## src/hw/isaPkg.sv

```systemverilog
package isaPkg;

   typedef enum logic [1:0] {
      opLoad  = 2'd0,
      opStore = 2'd1,
      opImm   = 2'd2,
      opArith = 2'd3
   } majorOp;

   typedef enum logic [3:0] {
      arAdd = 4'd0,
      arSub = 4'd1,
      arAnd = 4'd2,
      arOr  = 4'd3,
      arXor = 4'd4,
      arCmp = 4'd5,
      arMov = 4'd6,
      arSll = 4'd8,
      arSlr = 4'd9,
      arSrl = 4'd10,
      arSra = 4'd11,
      arIn  = 4'd12,
      arOut = 4'd13,
      arHlt = 4'd14
   } arithOp;

   // Ra field under opImm.
   typedef enum logic [2:0] {
      imLi   = 3'd0,
      imAddi = 3'd1,
      imB    = 3'd2,
      imBe   = 3'd3,
      imBlt  = 3'd4,
      imBle  = 3'd5,
      imBr   = 3'd6,
      imBne  = 3'd7
   } immOp;

   typedef struct packed {
      majorOp     op;    // Bits 15:14.
      logic [2:0] ra;    // Bits 13:11.
      logic [2:0] rb;    // Bits 10:8.
      arithOp     minor; // Bits 7:4, upper half of d.
      logic [3:0] low;   // Shift amount, lower half of d.
   } instFields;

   function automatic logic [7:0] immD(instFields f);
      return {f.minor, f.low};
   endfunction

   // Writes Rb. IN is in this set but computes nothing here.
   function automatic logic isProducer(instFields f);
      logic arithWr;
      logic immWr;
      arithWr = f.op == opArith && f.minor <= arIn && f.minor != arCmp && f.minor != 4'd7;
      immWr   = f.op == opImm && (f.ra == imLi || f.ra == imAddi);
      return arithWr || immWr;
   endfunction

   function automatic logic readsRa(instFields f);
      return (f.op == opArith && (f.minor <= arMov || f.minor == arOut)) || f.op == opStore;
   endfunction

   function automatic logic readsRb(instFields f);
      logic arithRd;
      logic immRd;
      arithRd = f.op == opArith && (f.minor <= arCmp || (f.minor >= arSll && f.minor <= arSra));
      immRd   = f.op == opImm && (f.ra == imAddi || f.ra == imB || f.ra == imBr);
      return arithRd || immRd || f.op == opStore || f.op == opLoad;
   endfunction

endpackage
```

## src/hw/pipePkg.sv

```systemverilog
package pipePkg;

   localparam int dataWidth = 16;
   localparam int regCount  = 8;
   localparam int addrWidth = $clog2(regCount);

   // Operand source picked by the judgment.
   typedef enum logic [1:0] {
      fromFile = 2'd0,
      fromOne  = 2'd1,
      fromTwo  = 2'd2
   } fwdSel;

   // Hold and write-back stage record.
   typedef struct packed {
      logic                 valid;
      isaPkg::instFields    inst;
      logic                 wr;     // Result goes to the file.
      logic [addrWidth-1:0] dst;
      logic [dataWidth-1:0] result;
   } stageRec;

endpackage

```

## src/hw/simplePipe.sv

```systemverilog
`timescale 1ns/1ps

module simplePipe (
   input  logic                          clk,
   input  logic                          rstN,
   input  logic                          instValid,
   input  isaPkg::instFields             inst,
   output logic                          wbValid,
   output logic [pipePkg::addrWidth-1:0] wbReg,
   output logic [pipePkg::dataWidth-1:0] wbData
);

   logic [pipePkg::dataWidth-1:0] fileA;
   logic [pipePkg::dataWidth-1:0] fileB;
   pipePkg::fwdSel                selA;
   pipePkg::fwdSel                selB;
   isaPkg::instFields             exInst;
   logic                          exValid;
   pipePkg::stageRec              holdRec;
   pipePkg::stageRec              wbRec;

   regFile uRegFile (
      .clk     (clk),
      .rstN    (rstN),
      .rdAddrA (inst.ra),
      .rdAddrB (inst.rb),
      .rdDataA (fileA),
      .rdDataB (fileB),
      .wrEn    (wbValid),
      .wrAddr  (wbReg),
      .wrData  (wbData)
   );

   forwardJudge uJudge (
      .consumer      (exInst),
      .consumerValid (exValid),
      .oneBefore     (holdRec),
      .twoBefore     (wbRec),
      .selA          (selA),
      .selB          (selB)
   );

   execUnit uExec (
      .clk       (clk),
      .rstN      (rstN),
      .instValid (instValid),
      .inst      (inst),
      .fileA     (fileA),
      .fileB     (fileB),
      .selA      (selA),
      .selB      (selB),
      .exInst    (exInst),
      .exValid   (exValid),
      .holdRec   (holdRec),
      .wbRec     (wbRec)
   );

   assign wbValid = wbRec.valid && wbRec.wr;
   assign wbReg   = wbRec.dst;
   assign wbData  = wbRec.result;

   // A forwarded operand must come from a stage that really writes.
   fwdFromWriter: assert property (@(posedge clk) disable iff (!rstN)
      ((selA == pipePkg::fromOne || selB == pipePkg::fromOne) |-> holdRec.valid && holdRec.wr)
      and ((selA == pipePkg::fromTwo || selB == pipePkg::fromTwo) |-> wbRec.valid && wbRec.wr));

endmodule

```

## src/hw/execUnit.sv

```systemverilog
`timescale 1ns/1ps

module execUnit (
   input  logic                          clk,
   input  logic                          rstN,
   input  logic                          instValid,
   input  isaPkg::instFields             inst,
   input  logic [pipePkg::dataWidth-1:0] fileA,
   input  logic [pipePkg::dataWidth-1:0] fileB,
   input  pipePkg::fwdSel                selA,
   input  pipePkg::fwdSel                selB,
   output isaPkg::instFields             exInst,
   output logic                          exValid,
   output pipePkg::stageRec              holdRec,
   output pipePkg::stageRec              wbRec
);

   logic [pipePkg::dataWidth-1:0] exFileA;
   logic [pipePkg::dataWidth-1:0] exFileB;
   logic [pipePkg::dataWidth-1:0] lateA;
   logic [pipePkg::dataWidth-1:0] lateB;
   logic [pipePkg::dataWidth-1:0] opA;
   logic [pipePkg::dataWidth-1:0] opB;
   logic [7:0]                    immVal;
   logic [pipePkg::dataWidth-1:0] sext;
   logic [pipePkg::dataWidth-1:0] result;
   logic [3:0]                    sh;
   logic                          computes;
   logic                          wbWrites;
   pipePkg::stageRec              exRec;

   function automatic logic [pipePkg::dataWidth-1:0] pickOp(
      pipePkg::fwdSel sel, logic [pipePkg::dataWidth-1:0] fromFile);
      logic [pipePkg::dataWidth-1:0] val;
      case (sel)
         pipePkg::fromOne: val = holdRec.result;
         pipePkg::fromTwo: val = wbRec.result;
         default:          val = fromFile;
      endcase
      return val;
   endfunction

   // File is written one edge after write-back, so catch that value at capture.
   assign wbWrites = wbRec.valid && wbRec.wr;
   assign lateA = (wbWrites && wbRec.dst == inst.ra) ? wbRec.result : fileA;
   assign lateB = (wbWrites && wbRec.dst == inst.rb) ? wbRec.result : fileB;

   always_ff @(posedge clk) begin
      if (!rstN) begin
         exValid <= 1'b0;
      end else begin
         exValid <= instValid; // Bubble when idle.
      end
   end

   always_ff @(posedge clk) begin
      exInst  <= inst;
      exFileA <= lateA;
      exFileB <= lateB;
   end

   always_comb begin
      opA = pickOp(selA, exFileA);
      opB = pickOp(selB, exFileB);
   end

   assign sh     = exInst.low;
   assign immVal = isaPkg::immD(exInst);
   assign sext   = {{8{immVal[7]}}, immVal};

   always_comb begin
      result   = '0;
      computes = 1'b0;
      if (exInst.op == isaPkg::opArith) begin
         computes = 1'b1;
         case (exInst.minor)
            isaPkg::arAdd: result = opB + opA;
            isaPkg::arSub: result = opB - opA;
            isaPkg::arAnd: result = opB & opA;
            isaPkg::arOr:  result = opB | opA;
            isaPkg::arXor: result = opB ^ opA;
            isaPkg::arMov: result = opA;
            isaPkg::arSll: result = opB << sh;
            isaPkg::arSlr: result = (opB << sh) | (opB >> (pipePkg::dataWidth - sh));
            isaPkg::arSrl: result = opB >> sh;
            isaPkg::arSra: result = $signed(opB) >>> sh;
            default:       computes = 1'b0; // CMP, IN, OUT, HLT.
         endcase
      end else if (exInst.op == isaPkg::opImm) begin
         computes = 1'b1;
         case (exInst.ra)
            isaPkg::imLi:   result = sext;
            isaPkg::imAddi: result = opB + sext;
            default:        computes = 1'b0; // Branches.
         endcase
      end
   end

   assign exRec = '{valid:  exValid,
                    inst:   exInst,
                    wr:     exValid && computes && isaPkg::isProducer(exInst),
                    dst:    exInst.rb,
                    result: result};

   always_ff @(posedge clk) begin
      if (!rstN) begin
         holdRec.valid <= 1'b0;
         holdRec.wr    <= 1'b0;
         wbRec.valid   <= 1'b0;
         wbRec.wr      <= 1'b0;
      end else begin
         holdRec <= exRec;
         wbRec   <= holdRec;
      end
   end

   wbWrOnlyValid: assert property (@(posedge clk) disable iff (!rstN)
      wbRec.wr |-> wbRec.valid);

endmodule

```

## src/hw/regFile.sv

```systemverilog
`timescale 1ns/1ps

module regFile (
   input  logic                                clk,
   input  logic                                rstN,
   input  logic [pipePkg::addrWidth-1:0]       rdAddrA,
   input  logic [pipePkg::addrWidth-1:0]       rdAddrB,
   output logic [pipePkg::dataWidth-1:0]       rdDataA,
   output logic [pipePkg::dataWidth-1:0]       rdDataB,
   input  logic                                wrEn,
   input  logic [pipePkg::addrWidth-1:0]       wrAddr,
   input  logic [pipePkg::dataWidth-1:0]       wrData
);

   logic [pipePkg::dataWidth-1:0] regs [pipePkg::regCount];

   always_ff @(posedge clk) begin
      if (!rstN) begin
         for (int i = 0; i < pipePkg::regCount; i++) begin
            regs[i] <= '0;
         end
      end else if (wrEn) begin
         regs[wrAddr] <= wrData;
      end
   end

   // No write-through here.
   assign rdDataA = regs[rdAddrA];
   assign rdDataB = regs[rdAddrB];

   wrAddrKnown: assert property (@(posedge clk) disable iff (!rstN)
      wrEn |-> !$isunknown(wrAddr));

endmodule

```

## src/hw/forwardJudge.sv

```systemverilog
`timescale 1ns/1ps

module forwardJudge (
   input  isaPkg::instFields consumer,
   input  logic              consumerValid,
   input  pipePkg::stageRec  oneBefore,
   input  pipePkg::stageRec  twoBefore,
   output pipePkg::fwdSel    selA,
   output pipePkg::fwdSel    selB
);

   logic oneWrites;
   logic twoWrites;
   logic oneA;
   logic twoA;
   logic oneB;
   logic twoB;

   // Newer result wins.
   function automatic pipePkg::fwdSel pick(logic one, logic two);
      pipePkg::fwdSel sel;
      sel = pipePkg::fromFile;
      if (one) begin
         sel = pipePkg::fromOne;
      end else if (two) begin
         sel = pipePkg::fromTwo;
      end
      return sel;
   endfunction

   // The write flag drops IN, which the rule still counts as a producer.
   assign oneWrites = oneBefore.valid && isaPkg::isProducer(oneBefore.inst) && oneBefore.wr;
   assign twoWrites = twoBefore.valid && isaPkg::isProducer(twoBefore.inst) && twoBefore.wr;

   assign oneA = consumerValid && oneWrites && isaPkg::readsRa(consumer)
                 && consumer.ra == oneBefore.inst.rb;
   assign twoA = consumerValid && twoWrites && isaPkg::readsRa(consumer)
                 && consumer.ra == twoBefore.inst.rb;
   assign oneB = consumerValid && oneWrites && isaPkg::readsRb(consumer)
                 && consumer.rb == oneBefore.inst.rb;
   assign twoB = consumerValid && twoWrites && isaPkg::readsRb(consumer)
                 && consumer.rb == twoBefore.inst.rb;

   always_comb begin
      selA = pick(oneA, twoA);
      selB = pick(oneB, twoB);
   end

endmodule

```

## config.mk

```make
export PLATFORM = sky130hd
export DESIGN_NAME = simplePipe
export DESIGN_NICKNAME = d
export VERILOG_FILES = /design/src/hw/isaPkg.sv /design/src/hw/pipePkg.sv /design/src/hw/simplePipe.sv /design/src/hw/execUnit.sv /design/src/hw/regFile.sv /design/src/hw/forwardJudge.sv
export SDC_FILE = /design/constraint.sdc
export NUM_CORES = 1
export LEC_CHECK = 0
export BUFFER_PORTS_ARGS = -buffer_cell sky130_fd_sc_hd__buf_2
export CORE_MARGIN = 2
export CORE_UTILIZATION = 35
export CTS_CLUSTER_SIZE = 14
export DETAILED_ROUTE_END_ITERATION = 8
export GPL_TIMING_DRIVEN = 0
export HOLD_SLACK_MARGIN = 0.1
export PLACE_DENSITY_LB_ADDON = 0.25
export SYNTH_ARGS = -nofsm -noshare
export SYNTH_HDL_FRONTEND = slang
export SYNTH_HIERARCHICAL = 1
export SYNTH_SLANG_ARGS = --single-unit
```

## constraint.sdc

```tcl
create_clock -name clk -period 8.95 [get_ports clk]
set_clock_uncertainty 0.1 [all_clocks]
set_input_delay 0.895 -clock clk [delete_from_list [all_inputs] [get_ports clk]]
set_output_delay 0.895 -clock clk [all_outputs]
set_load 0.03 [all_outputs]
```

# After elaboration in Yosys (flattened, before gate mapping)
# Memories as Yosys holds them, arrays and structs flattened.
# Cells that the tools add are included.
# word_totals
out_inout_bits,20
ramBits,128
wordCells,160
ff_bits,109
mem_count,1
in_bits,19
# op_classes
bitwise_logic,4
shifts,4
add_sub_neg,4
order_cmp,7
muxes,23
reduce_logical,57
eq_ne,38
# memory_table
name,depth,width,read_ports,rd_ports_with_merged_regs,write_ports,line,text
uRegFile.regs,8,16,2,0,8,regFile.sv:15,logic [pipePkg::dataWidth-1:0] regs [pipePkg::regCount];
# ops
operator,n
one-hot mux 16 bit (10 select lines),1
one-hot mux 16 bit (2 select lines),3
2-to-1 mux 16 bit,5
logical AND 1 bit,35
adder 16 bit,2
bitwise OR 16 bit,2
>> shifter 16 x 32 -> 16 bit,1
!= test 4 x 3 -> 1 bit (second input constant),6
equality test 4 bit (second input constant),5
equality test 3 bit,6
bitwise AND 16 bit,1
equality test 2 bit (second input constant),8
<= comparator 4 bit (second input constant),4
OR reduction 16 bit,1
left shift 16 x 4 -> 16 bit,1
>> shifter 16 x 4 -> 16 bit,1
>>> shifter 16 x 4 -> 16 bit,1
subtractor 16 bit,1
bitwise XOR 16 bit,1
logical OR 1 bit,14
OR reduction 10 bit,1
equality test 3 x 1 -> 1 bit (second input constant),3
logical NOT 3 bit,3
2-to-1 mux 1 bit,9
other kinds (14),22

# Depth between registers and ports, before layout
# logic_depth
word_depth,18
ltp_mapped,25
depth_no_buf,21

# Cells and area by module
# The synthesis kept the hierarchy.
# modules_own_cells
mod,seq_area_each_um2,cells_each,area_per_inst_um2,instances
execUnit,2982.9,1029,9690.5,1
regFile,3843.7,430,6876.6,1
forwardJudge,0.0,41,334.1,1
simplePipe,0.0,1,6.3,1

# Worst setup path after synthesis
# OpenSTA, ideal clock, no wires.
# synth_path
path_kind,register -> register
start,"register, netlist name uExec/holdRec[27]"
end,"register, netlist name uExec/holdRec[14]"
path_stages_with_launch,23
setup_ns,0.275
required_ns,8.575
period_less_slack_ns,5.102
arrival_time_ns,4.727
path_buffers,2
slack_ns,3.848
path_cell_list,edfxtp_1 > a21oi_1 > o221ai_2 > or4_1 > nor2_1 > buf_4 > inv_1 > ha_1 > buf_2 > a221o_1 > o21ai_2 > nand4_1 > or4_1 > or4_1 > nor2_1 > nor2_1 > xnor2_1 > ha_1 > a21o_1 > a31oi_1 > xnor2_1 > a221oi_1 > o221ai_1

==> impl_metrics.ini <==
[drt]
post-route-drc-count = 1
drt_iter0_markers = 1073
ant_nets = 0
first_pass_iters = 7
avgViaCountPerCell = 6.030
routed_wirelength_microns = 59760
num_vias = 13180
routedWlPerCell_microns = 27.34

[die]
die_area_sq_mm = 0.04912
pin_count = 39
core_sq_mm = 0.04665
die_x_microns = 221.6
fp-row-count = 79
initial_core_util = 0.3553
die_h_microns = 221.6

[placed_design]
pre_cts_ws_ns = 1.962
dpl.hpwl_microns = 47100
dpl_cell_area_sq_mm = 0.01759
port_buffers = 38
gp_congestion = 1.015

[logic_synthesis]
syn_avg_cell_area_sq_um = 11.15
synth_cells = 1487
synth_warnings = 6
synth_area_sq_mm = 0.01658
synthesis.nets = 1578

[cts]
h-tree-depth = 1
ctsResizeCount = 0
cts_buffers = 27
cts_tree = built
holdBufCountCts = 0
cts_num_sinks = 235
clk_pin_slew_ns = 0.08
worst_skew_pair.late_latency_ns = 0.55
postCtsSetupBuffers = 0
clockBufferDepth = 3
root_buffer = clkbuf_16

[timing]
finalWorstSetupSlack_ns = 1.744
rsz0062_at_grt = no
setup_tns_ns = 0
hold_viol = 0
min_period_ns = 7.206
finalMaxSlewViolations = 0
clock.fmax_mhz = 138.8
worstMarginPinSlew_ns = 1.344
setup_violations = 0
fin_crit_sh = 0.8052
slew_headroom = 0.07870

[setup_path]
path_buf_inv = 5
slowest_delay_ns = 1.09
cp.arrival_ns = 7.31
start_kind = flip-flop
worstPathMaxFanout = 16
path_delay_family = compound AO/OA/AOI/OAI gates
crit_chain = buf_4 -> o2111ai_1 -> o21ai_0 -> nor4b_1 -> ha_1 -> inv_2 -> buf_6 -> buf_6 -> mux2i_1 -> inv_1 -> fa_1 -> xnor2_1 -> nor2_1 -> a221oi_1 -> o221ai_1 -> a221oi_1 -> o21ai_1 -> a21oi_1 -> o21ai_1
cp_data_required_time_ns = 9.06
cp-end-kind = flip-flop
slowest_stage = mux2i_1
path_class = reg2reg

[power_and_ir_drop]
max-vdd-ir-drop_mv = 0.1970
p_leak_nw = 6.826
powerDensity_mw_per_mm2 = 172.8
power.total_mw = 3.200

[finish]
nets = 1650
final_cell_area_sq_mm = 0.01852
area_growth_pct = 11.71
diodes = 0
mostFrequentLayoutCells = edfxtp_1, nor3_1, nor2_1
mostFrequentLayoutCell = edfxtp_1
drive_above_1_share = 0.1799

[grt]
antenna_found_initial = 3
grt_remaining_overflow = 0
grt_pass1_vias = 13260
grt_max_degree = 60
grt_first_pass_wirelength_microns = 88830
gr-usage-all-layers = 0.2407

[min_path]
hold_path_class = reg2reg

[status]
status = finished with violations
violations = DRC

[run]
maxCapViolCount = 0
-- per-stage QoR --
step           hold slack (ns)  instances  utilization
6_report                0.3196       2186       0.3969
4_1_cts                 0.3187       2186       0.3966
5_1_grt                 0.3167       2186       0.3969
2_1_floorplan           0.3095       1487            -
3_3_place_gp            0.3165       2132       0.3757
3_5_place_dp            0.3188       2137       0.3770
-- worst paths after layout --
kind                                         from          endpoint  slack [ns]  depth (start not counted)
worst min-delay path            uExec/holdRec[24]   uExec/wbRec[24]        0.32                          0
worst max register to register    uExec/exInst[7]  uExec/holdRec[2]        1.74                         19
worst min register to register  uExec/holdRec[24]   uExec/wbRec[24]        0.32                          0
worst max-delay path              uExec/exInst[7]  uExec/holdRec[2]        1.74                         19
-- registers in the layout (all words and copies together) (netlist names) --
| register | count |
|---|---|
| uExec/exFileA | 16 |
| uExec/exFileB | 16 |
| uExec/exInst | 12 |
| uExec/exValid | 1 |
| uExec/holdRec | 29 |
| uExec/sh | 4 |
| uExec/wbRec | 29 |
| uRegFile/regs | 128 |
-- layout make-up --
| class | count | area, sq um |
|---|---|---|
| timing repair buffer | 43 | 225.2 |
| fill | 4579 | 28140 |
| tap | 607 | 759.5 |
| clock buffer | 29 | 683.2 |
| clock inverter | 20 | 234.0 |
| sequential | 235 | 6526 |
| buffer | 128 | 666.9 |
| multi-input combinational | 1060 | 9183 |
| inverter | 64 | 240.2 |
-- per-layer routing --
metal,up-vias,global-route usage,routed length [microns]
met5,-,0,27
met4,4,0.1177,3260
met3,147,0.03194,3075
met2,478,0.4125,28920
met1,6608,0.2994,24470
li1,5944,-,-
-- report_power, final --
part	switching (mW)	internal (mW)	total, mW	leakage, nW
logic	0.476	0.281	0.757	4.06
clock network	0.464	0.698	1.16	0.458
registers	0.0497	1.23	1.28	2.31
(Power assumes the default switching activity.)
